`src/hdl/bpPkg.sv`:
```
// Branch direction predictor package with counter states, update rules and defaults
`default_nettype none

package bpPkg;

  //////////////////////////////////////////////////
  // Top level parameter defaults
  //////////////////////////////////////////////////

  // PC width of the core
  parameter int DEF_XLEN = 32;
  // Counter table index width, 1024 entries by default
  parameter int DEF_INDEX_BITS = 10;

  //////////////////////////////////////////////////
  // Two bit saturating counter
  //////////////////////////////////////////////////

  // Four state counter FSM
  // Top bit is the predicted direction
  typedef enum logic [1:0] {
    strongNotTaken = 2'b00,
    weakNotTaken   = 2'b01,
    weakTaken      = 2'b10,
    strongTaken    = 2'b11
  } bpDir_t;

  // Predicted direction carried by a counter
  function automatic logic predTaken(input bpDir_t state);
    return state[1];
  endfunction

  // Next counter state once the branch has resolved
  function automatic bpDir_t satUpdate(input bpDir_t state, input logic taken);
    bpDir_t nextState;
    // One step toward the resolved direction
    // Both ends saturate
    case (state)
      strongNotTaken: nextState = taken ? weakNotTaken : strongNotTaken;
      weakNotTaken:   nextState = taken ? weakTaken    : strongNotTaken;
      weakTaken:      nextState = taken ? strongTaken  : weakNotTaken;
      default:        nextState = taken ? strongTaken  : weakTaken;
    endcase
    return nextState;
  endfunction

endpackage

`default_nettype wire

```
`src/hdl/pipeCtrlIf.sv`:
```
// Per-stage stall and flush bundle from the hazard unit to the direction predictor
`timescale 1ns/1ns
`default_nettype none

interface pipeCtrlIf;

  // Hold requests, one per pipeline register
  logic stallF;
  logic stallD;
  logic stallE;
  logic stallM;
  logic stallW;

  // Clear requests
  // Fetch has none, its register is the table read port
  logic flushD;
  logic flushE;
  logic flushM;
  logic flushW;

  // Hazard unit side drives every control
  modport ctrl (
    output stallF, stallD, stallE, stallM, stallW,
    output flushD, flushE, flushM, flushW
  );

  // Predictor side only observes
  modport pred (
    input stallF, stallD, stallE, stallM, stallW,
    input flushD, flushE, flushM, flushW
  );

endinterface

`default_nettype wire

```
`src/hdl/bhtRam.sv`:
```
// Branch history table, one registered read port and one write port of 2-bit counters
`timescale 1ns/1ns
`default_nettype none

module bhtRam import bpPkg::*; #(
  parameter int addrBits = DEF_INDEX_BITS
) (
  input  wire logic                clk,
  input  wire logic                arstN,
  // Read port, Fetch side
  input  wire logic                readEn,
  input  wire logic [addrBits-1:0] readAddr,
  output      bpDir_t              readData,
  // Write port, Writeback side
  input  wire logic                writeEn,
  input  wire logic [addrBits-1:0] writeAddr,
  input  wire bpDir_t              writeData
);

  // One counter per table entry
  localparam int depth = 2 ** addrBits;

  //////////////////////////////////////////////////
  // Storage
  //////////////////////////////////////////////////

  // Counter array
  // Contents are undefined until an entry is written
  bpDir_t mem [0:depth-1];

  // Synchronous write
  always_ff @(posedge clk) begin
    if (writeEn) begin
      mem[writeAddr] <= writeData;
    end
  end

  //////////////////////////////////////////////////
  // Read port
  //////////////////////////////////////////////////

  // Registered read, holds while the enable is low
  // Same-address write in this cycle returns the old entry
  always_ff @(posedge clk or negedge arstN) begin
    if (!arstN) begin
      readData <= strongNotTaken;
    end else if (readEn) begin
      readData <= mem[readAddr];
    end
  end

  //////////////////////////////////////////////////
  // Checks
  //////////////////////////////////////////////////

  // Every write must land on a known entry with a known counter
  // A bad value here would corrupt the table for good
  writeKnown: assert property (
    @(posedge clk) disable iff (!arstN)
    writeEn |-> !$isunknown({writeAddr, writeData})
  ) else $error("bhtRam write with unknown address or data");

  // Read port must not load on an unknown enable
  // Otherwise readData goes unknown for the rest of the run
  readEnKnown: assert property (
    @(posedge clk) disable iff (!arstN)
    !$isunknown(readEn)
  ) else $error("bhtRam read enable is unknown");

endmodule

`default_nettype wire

```
`src/hdl/twoBitPredictor.sv`:
```
// Two-bit saturating counter direction predictor with PC hash and stage registers
`timescale 1ns/1ns
`default_nettype none

module twoBitPredictor import bpPkg::*; #(
  parameter int xlen      = DEF_XLEN,
  parameter int indexBits = DEF_INDEX_BITS
) (
  input  wire logic            clk,
  input  wire logic            arstN,
  // Per-stage stall and flush from the hazard unit
  pipeCtrlIf.pred              ctrl,
  // Fetch address for the next instruction
  input  wire logic [xlen-1:0] pcNextF,
  // Address of the instruction now in Memory
  input  wire logic [xlen-1:0] pcM,
  input  wire logic            branchE,
  input  wire logic            branchM,
  // Resolved direction in Execute
  input  wire logic            pcSrcE,
  output      bpDir_t          bpDirF,
  output      logic            bpDirWrongE
);

  typedef logic [xlen-1:0]      pc_t;
  typedef logic [indexBits-1:0] index_t;

  // Table index of the instruction being fetched
  index_t readIdx;
  // Table index of the instruction in Memory
  index_t writeIdx;
  logic   writeEn;

  // Counter value riding along with the instruction
  bpDir_t bpDirD;
  bpDir_t bpDirE;
  bpDir_t bpDirM;
  // Counter after training with the Execute outcome
  bpDir_t bpDirNextE;

  // Hash needs PC bits up to indexBits+1 and at least one plain index bit
  if (indexBits < 2 || xlen <= indexBits + 1) begin : gBadParams
    $error("twoBitPredictor needs indexBits >= 2 and xlen > indexBits + 1");
  end

  //////////////////////////////////////////////////
  // PC hash
  //////////////////////////////////////////////////

  // Word index from bit 2 upward
  // Bit 1 only toggles for compressed code, so it folds into the top index bit
  function automatic index_t hashPc(input pc_t pc);
    return {pc[indexBits+1] ^ pc[1], pc[indexBits:2]};
  endfunction

  assign readIdx  = hashPc(pcNextF);
  assign writeIdx = hashPc(pcM);

  // Train only resolved branches that really retire
  assign writeEn = branchM & ~ctrl.stallW & ~ctrl.flushW;

  //////////////////////////////////////////////////
  // Counter table
  //////////////////////////////////////////////////

  // Read register doubles as the Fetch stage register
  bhtRam #(
    .addrBits (indexBits)
  ) bht (
    .clk       (clk),
    .arstN     (arstN),
    .readEn    (~ctrl.stallF),
    .readAddr  (readIdx),
    .readData  (bpDirF),
    .writeEn   (writeEn),
    .writeAddr (writeIdx),
    .writeData (bpDirM)
  );

  //////////////////////////////////////////////////
  // Stage registers
  //////////////////////////////////////////////////

  // Shared next-state rule for the D, E and M registers
  // Stall holds, flush clears, otherwise load from the stage before
  function automatic bpDir_t stageNext(
    input bpDir_t cur,
    input bpDir_t in,
    input logic   stall,
    input logic   flush
  );
    bpDir_t nextVal;
    if (stall) begin
      nextVal = cur;
    end else if (flush) begin
      nextVal = strongNotTaken;
    end else begin
      nextVal = in;
    end
    return nextVal;
  endfunction

  always_ff @(posedge clk or negedge arstN) begin
    if (!arstN) begin
      bpDirD <= strongNotTaken;
      bpDirE <= strongNotTaken;
      bpDirM <= strongNotTaken;
    end else begin
      bpDirD <= stageNext(bpDirD, bpDirF, ctrl.stallD, ctrl.flushD);
      bpDirE <= stageNext(bpDirE, bpDirD, ctrl.stallE, ctrl.flushE);
      // Memory holds the already trained counter
      bpDirM <= stageNext(bpDirM, bpDirNextE, ctrl.stallM, ctrl.flushM);
    end
  end

  //////////////////////////////////////////////////
  // Execute resolution
  //////////////////////////////////////////////////

  // Wrong direction only counts for real branches
  assign bpDirWrongE = branchE & (pcSrcE != predTaken(bpDirE));

  // Step toward the outcome, saturating at both ends
  assign bpDirNextE = satUpdate(bpDirE, pcSrcE);

  //////////////////////////////////////////////////
  // Checks
  //////////////////////////////////////////////////

  // Non-branches never flag a misprediction
  noWrongWithoutBranch: assert property (
    @(posedge clk) disable iff (!arstN)
    !branchE |-> !bpDirWrongE
  ) else $error("bpDirWrongE high without branchE");

  // Stalled Fetch keeps the table output steady into the next cycle
  fetchHold: assert property (
    @(posedge clk) disable iff (!arstN)
    ctrl.stallF |=> $stable(bpDirF)
  ) else $error("bpDirF changed while stallF was high");

endmodule

`default_nettype wire

```
`src/hdl/bpDirTop.sv`:
```
// Direction predictor top level, plain pipeline ports onto the stall/flush bundle
`timescale 1ns/1ns
`default_nettype none

module bpDirTop import bpPkg::*; #(
  parameter int xlen      = DEF_XLEN,
  parameter int indexBits = DEF_INDEX_BITS
) (
  input  wire logic            clk,
  input  wire logic            arstN,
  // Stage holds from the hazard unit
  input  wire logic            stallF,
  input  wire logic            stallD,
  input  wire logic            stallE,
  input  wire logic            stallM,
  input  wire logic            stallW,
  // Stage clears from the hazard unit
  input  wire logic            flushD,
  input  wire logic            flushE,
  input  wire logic            flushM,
  input  wire logic            flushW,
  // Fetch and Memory addresses
  input  wire logic [xlen-1:0] pcNextF,
  input  wire logic [xlen-1:0] pcM,
  // Branch markers and resolved direction
  input  wire logic            branchE,
  input  wire logic            branchM,
  input  wire logic            pcSrcE,
  // Counter read for the fetched instruction
  output      logic [1:0]      bpDirF,
  output      logic            bpDirWrongE
);

  //////////////////////////////////////////////////
  // Stall and flush bundle
  //////////////////////////////////////////////////

  // Top level plays the hazard unit side of the bundle
  pipeCtrlIf ctrlBus ();

  assign ctrlBus.stallF = stallF;
  assign ctrlBus.stallD = stallD;
  assign ctrlBus.stallE = stallE;
  assign ctrlBus.stallM = stallM;
  assign ctrlBus.stallW = stallW;
  assign ctrlBus.flushD = flushD;
  assign ctrlBus.flushE = flushE;
  assign ctrlBus.flushM = flushM;
  assign ctrlBus.flushW = flushW;

  //////////////////////////////////////////////////
  // Predictor
  //////////////////////////////////////////////////

  // Counter as seen by the predictor, exported as a raw vector
  bpDir_t bpDirFPred;

  twoBitPredictor #(
    .xlen      (xlen),
    .indexBits (indexBits)
  ) predictor (
    .clk         (clk),
    .arstN       (arstN),
    .ctrl        (ctrlBus.pred),
    .pcNextF     (pcNextF),
    .pcM         (pcM),
    .branchE     (branchE),
    .branchM     (branchM),
    .pcSrcE      (pcSrcE),
    .bpDirF      (bpDirFPred),
    .bpDirWrongE (bpDirWrongE)
  );

  assign bpDirF = bpDirFPred;

endmodule

`default_nettype wire

```
`config.mk`:
```
export PLATFORM = sky130hd
export DESIGN_NAME = bpDirTop
export DESIGN_NICKNAME = d
export VERILOG_FILES = /design/src/hdl/bpPkg.sv /design/src/hdl/pipeCtrlIf.sv /design/src/hdl/bhtRam.sv /design/src/hdl/twoBitPredictor.sv /design/src/hdl/bpDirTop.sv
export SDC_FILE = /design/constraint.sdc
export NUM_CORES = 2
export LEC_CHECK = 0
export BUFFER_PORTS_ARGS = -buffer_cell sky130_fd_sc_hd__clkbuf_2
export CAP_MARGIN = 20
export CELL_PAD_IN_SITES_DETAIL_PLACEMENT = 0
export CELL_PAD_IN_SITES_GLOBAL_PLACEMENT = 2
export CORE_MARGIN = 1
export CORE_UTILIZATION = 44
export DETAILED_ROUTE_END_ITERATION = 7
export PLACE_DENSITY = 0.7
export SLEW_MARGIN = 20
export SYNTH_ARGS = -nofsm -noshare
export SYNTH_HDL_FRONTEND = slang
export SYNTH_HIERARCHICAL = 1
export SYNTH_SLANG_ARGS = --single-unit
```
`constraint.sdc`:
```
create_clock -name clk -period 16.8 [get_ports clk]
set_input_delay 1.68 -clock clk [delete_from_list [all_inputs] [get_ports clk]]
set_output_delay 1.68 -clock clk [all_outputs]
set_load 0.03 [all_outputs]
```
# After elaboration in Yosys (flattened, before gate mapping)
# Memories as Yosys holds them, arrays and structs flattened. A register that Yosys moved wholly into a read port is not among the register bits.
# Cells that the tools add are included.
# totals
elab_cells	27
mem_bits_rw	2048
ff_bits	6
mem_count	1
out_inout_bits	3
in_bits	78
# memory_table
name	depth	word_bits	rd	rd_ports_with_merged_regs	write_ports	line	rtl
predictor.bht.mem	1024	2	1	1	1	bhtRam.sv:29	bpDir_t mem [0:depth-1];
# op_classes
n_mux	10
eq_ne	3
bitwise_logic	7
reduce_logical	3
# ops
op	n
$mux W2	5
$pmux W2 S3	1
$mux W1	4
$and A1 B1 Y1	3
$eq A2 B1 Y1 const B	1
$eq A2 B2 Y1 const B	1
$logic_not A1 Y1	2
$logic_not A2 Y1	1
$not A1 Y1	2
$xor A1 B1 Y1	2
$ne A1 B1 Y1	1

# Depth between registers and ports, before layout
# depth
word_depth	5
mapped_depth	16
depth_no_buf	8

# Hierarchy
# Netlist, hierarchy kept.
# modules_own_cells
mod	cells_each	seq_area_each_um2	n_inst	area_per_inst_um2
bhtRam	4825	61549.0	1	84277.1
twoBitPredictor	29	150.1	1	297.8

# Worst setup path before layout
# No wires, ideal clock.
# synth_timing
path_type	reg2reg
startpoint	register predictor.bpDirM[1]
endpoint	memory predictor/bht/mem[0][1] in the netlist's numbering, data pin
arrival_ns	11.827
setup_time_ns	2.607
period_less_slack_ns	14.434
required_ns	14.193
path_buffers	0
slack_ns	2.366
path_stages_with_launch	1
path_cell_list	dfrtp_1
# synth_lines
element	line	rtl
from (decl)	twoBitPredictor.sv:37	bpDir_t bpDirM;
from (signal assigned)	twoBitPredictor.sv:107	bpDirM <= strongNotTaken;
from (signal assigned)	twoBitPredictor.sv:112	bpDirM <= stageNext(bpDirM, bpDirNextE, ctrl.stallM, ctrl.flushM);
to (decl)	bhtRam.sv:29	
# Straight into the memory's write port.

==> flow_metrics.env <==
export IMPL_status="completed"
export IMPL_antenna_found_initial=14
export IMPL_arrival_ps=6980
export IMPL_synth_cells=4854
export IMPL_ctsLongestPathBuffers=3
export IMPL_ys_seq_elements=2056
export IMPL_fin_skew_ps=35.6
export IMPL_vdd_drop_max_v=0.000111
export IMPL_viasPerCell=6.03
export IMPL_multi_input_area_sq_um=20600
export IMPL_syn_avg_cell_area_sq_um=17.4
export IMPL_yosysWarnings=6
export IMPL_drive_above_1_share_pct=18.4
export IMPL_grt_total_usage_pct=25.5
export IMPL_hp_start="predictor/bpDirD[0]"
export IMPL_die_area_sq_um=194000
export IMPL_synth_ff_type="edfxtp_1"
export IMPL_synth_area_top_cells="edfxtp_1 73%, mux4_2 10%, nor2_1 4.6%, mux2i_1 2.8%, mux4_1 1.3%"
export IMPL_drc=0
export IMPL_synth_edf_count=2048
export IMPL_min_path_cells=2
export IMPL_synth_distinct_cells=70
export IMPL_rows=160
export IMPL_async_flop_share_pct=0.389
export IMPL_max_stage_delay_ps=740
export IMPL_reg2reg_slack_ps=12750
export IMPL_maxSlewViolCount=0
export IMPL_ioPinCount=81
export IMPL_design_area_sq_um=93500
export IMPL_cts_sinks=2056
export IMPL_fin_nets=4918
export IMPL_syn_area_sq_um=84600
export IMPL_cp_common_cell="buf_12"
export IMPL_crit_slowest_cell="o22ai_1"
export IMPL_final_common_cell="edfxtp_1"
export IMPL_setup_viol_count_final=0
export IMPL_finalCriticalPeriod_ps=6280
export IMPL_power_leakage_nw=30.3
export IMPL_instances_no_fill=7529
export IMPL_rr_endpoint="predictor/bht/mem[718][0]"
export IMPL_final_cell_mix="2,048 x edfxtp_1, 1,035 x nor2_1, 381 x mux4_2, 235 x mux2i_1, 218 x clkbuf_16"
export IMPL_fin_total_pwr_w=0.0109
export IMPL_clock_latency_ps=860
export IMPL_drv_cap=0
export IMPL_drt_pass1_iter_count=8
export IMPL_slew_headroom_pct=22.0
export IMPL_dp_cells=7137
export IMPL_syn_to_final_growth_pct=10.6
export IMPL_clock_root_buffer="clkbuf_16"
export IMPL_critPathKind="in -> reg"
export IMPL_grt_first_pass_wirelength_um=347000
export IMPL_routed_wl_um=245000
export IMPL_fp_dieH_um=440
export IMPL_clock_fmax_ghz=0.159
export IMPL_r2r_cells=3
export IMPL_placed_cell_area_sq_um=86800
export IMPL_avgRoutedWirePerCell_um=32.6
export IMPL_place_gp_congestion=0.783
export IMPL_crit_chain="buf_8 -> buf_12 -> buf_4 -> buf_12 -> mux4_2 -> a22oi_1 -> a21oi_1 -> o21ai_0 -> and3_1 -> nor2_1 -> o22ai_1 -> o221ai_1"
export IMPL_grt_pass1_vias=46000
export IMPL_yosys_area_top_type="edfxtp_1"
export IMPL_fin_crit_sh_pct=37.4
export IMPL_numPortBuffers=38
export IMPL_syn_num_nets=4932
export IMPL_die_x_um=440
export IMPL_vias=45400
export IMPL_ctsResizeCount=0
export IMPL_cp_end_kind="flip-flop"
export IMPL_grt_overflow_total=0
export IMPL_dr_first_iter_drc_count=5102
export IMPL_tightest_slew_ps=1160
export IMPL_clk_pin_slew_ps=60
export IMPL_nFillCells=16000
export IMPL_whs_endpoint="predictor/bpDirD[0]"
export IMPL_yosys_area_top_type_share_pct=72.7
export IMPL_worstPathRequired_ps=17490
export IMPL_cts_tree="done"
export IMPL_rr_startpoint="predictor/bpDirM[0]"
export IMPL_htreeDepth=4
export IMPL_cts_made_buffers=212
export IMPL_start_util_pct=44.4
export IMPL_yosysSeqAreaShare_pct=73.0
export IMPL_post_cts_setup_buffer_count=0
export IMPL_core_area_sq_um=191000
export IMPL_critPathMaxFanout=79
export IMPL_seq_area_sq_um=61700
export IMPL_tns_ps=0
export IMPL_rsz0062_at_grt="no"
export IMPL_grt_start_max_net_pins=239
export IMPL_dp_hpwl_um=131000
export IMPL_hold_viol=0
export IMPL_crit_start="pcNextF[2]"
export IMPL_power_density_nw_per_um2=116
export IMPL_hold_class="reg -> reg"
export IMPL_cp_start_kind="input port"
export IMPL_critPathBufInv=4
export IMPL_drt_antenna_violating_nets=0
export IMPL_cp_top_family="buffers and inverters"
export IMPL_hold_buffers=0
-- stage by stage --
step	utilization (%)	worst slack (ps)	hold slack, ps
after floorplan	-	2370	448
after global placement	45.5	9480	470
after detailed placement	45.6	9470	480
after CTS	49.1	10430	489
after global routing	49.1	10270	513
final	49.1	10520	488
-- how the worst max path moves through the flow --
| stage | slack (ps) | cells after the start | endpoint |
|---|---|---|---|
| after CTS | 10430 | 12 | predictor/bht/readData[1] |
| after global placement | 9480 | 12 | predictor/bht/readData[1] |
| final | 10520 | 12 | predictor/bht/readData[1] |
| after detailed placement | 9470 | 12 | predictor/bht/readData[1] |
| after global routing | 10270 | 12 | predictor/bht/readData[1] |
| after floorplan | 2370 | 0 | predictor/bht/mem[0][1] |
-- tightest hold or removal path, stage by stage (launching register included) --
cell and delay [ps]:
dfrtp_1 350, nand2_1 50, o21ai_0 60
-- cell families after synthesis --
logic type,share of synthesized area (%)
DFF,73.0
and+or+nand+nor,6.23
muxes,14.5
xor gates and xnor gates,0.0311
AOI/OAI and AO/OA,3.22
adders and majority gates,0.0237
buffers and inverters,3.04
-- cells in the mapped netlist (7+ instances only) --
| cell type | number |
|---|---|
| clkbuf_8 | 18 |
| nor2_1 | 1037 |
| a221oi_1 | 22 |
| buf_8 | 26 |
| nor3b_1 | 7 |
| nor3_1 | 37 |
| nand2_1 | 134 |
| o21ai_0 | 33 |
| nor2b_1 | 8 |
| buf_6 | 32 |
| buf_4 | 16 |
| mux4_2 | 381 |
| edfxtp_1 | 2048 |
| buf_1 | 63 |
| mux2_2 | 18 |
| inv_1 | 9 |
| nand4_1 | 15 |
| o22ai_1 | 75 |
| o221ai_1 | 40 |
| dfrtp_1 | 8 |
| mux4_1 | 43 |
| a211o_1 | 7 |
| buf_2 | 39 |
| a211oi_1 | 53 |
| clkbuf_1 | 195 |
| a21oi_1 | 51 |
| and2_1 | 12 |
| nand3_1 | 28 |
| a22oi_1 | 47 |
| mux2i_1 | 235 |
| nand2b_1 | 10 |
| a22o_1 | 10 |
| buf_12 | 11 |
-- per-layer routing --
| layer | up-vias | track usage (%) | share of wire [%] |
|---|---|---|---|
| met4 | 2 | 6.46 | 2.3 |
| met3 | 304 | 3.40 | 5.8 |
| met5 | - | 0 | 0.0053 |
| met1 | 24400 | 34.8 | 41 |
| li1 | 19100 | - | - |
| met2 | 1566 | 43.4 | 51 |
-- flip-flops by register name (all words and copies together) (netlist names) --
| register | flops |
|---|---|
| predictor/bht/readData | 2 |
| predictor/bpDirE | 2 |
| predictor/bpDirM | 2 |
| predictor/bht/mem | 2048 |
| predictor/bpDirD | 2 |
-- final cells by class --
class                   instances  area share, %
diodes                          1        0.00268
clock buffers                 264           6.02
clock inverters               127           1.16
inverters                      10         0.0468
multi-input cells            2384           22.0
flip-flops and latches       2056           66.0
well taps                    2511           3.36
repair buffers                176           1.45
-- report_power, final --
group / internal (W) / switching [W] / leakage (nW)
clock: 0.00262 / 0.00196 / 3.28
combinational: 0.000162 / 0.000399 / 6.89
sequential: 0.00570 / 0.0000129 / 20.1
total: 0.00848 / 0.00237 / 30.3
Power figures use the tool's default switching activity.
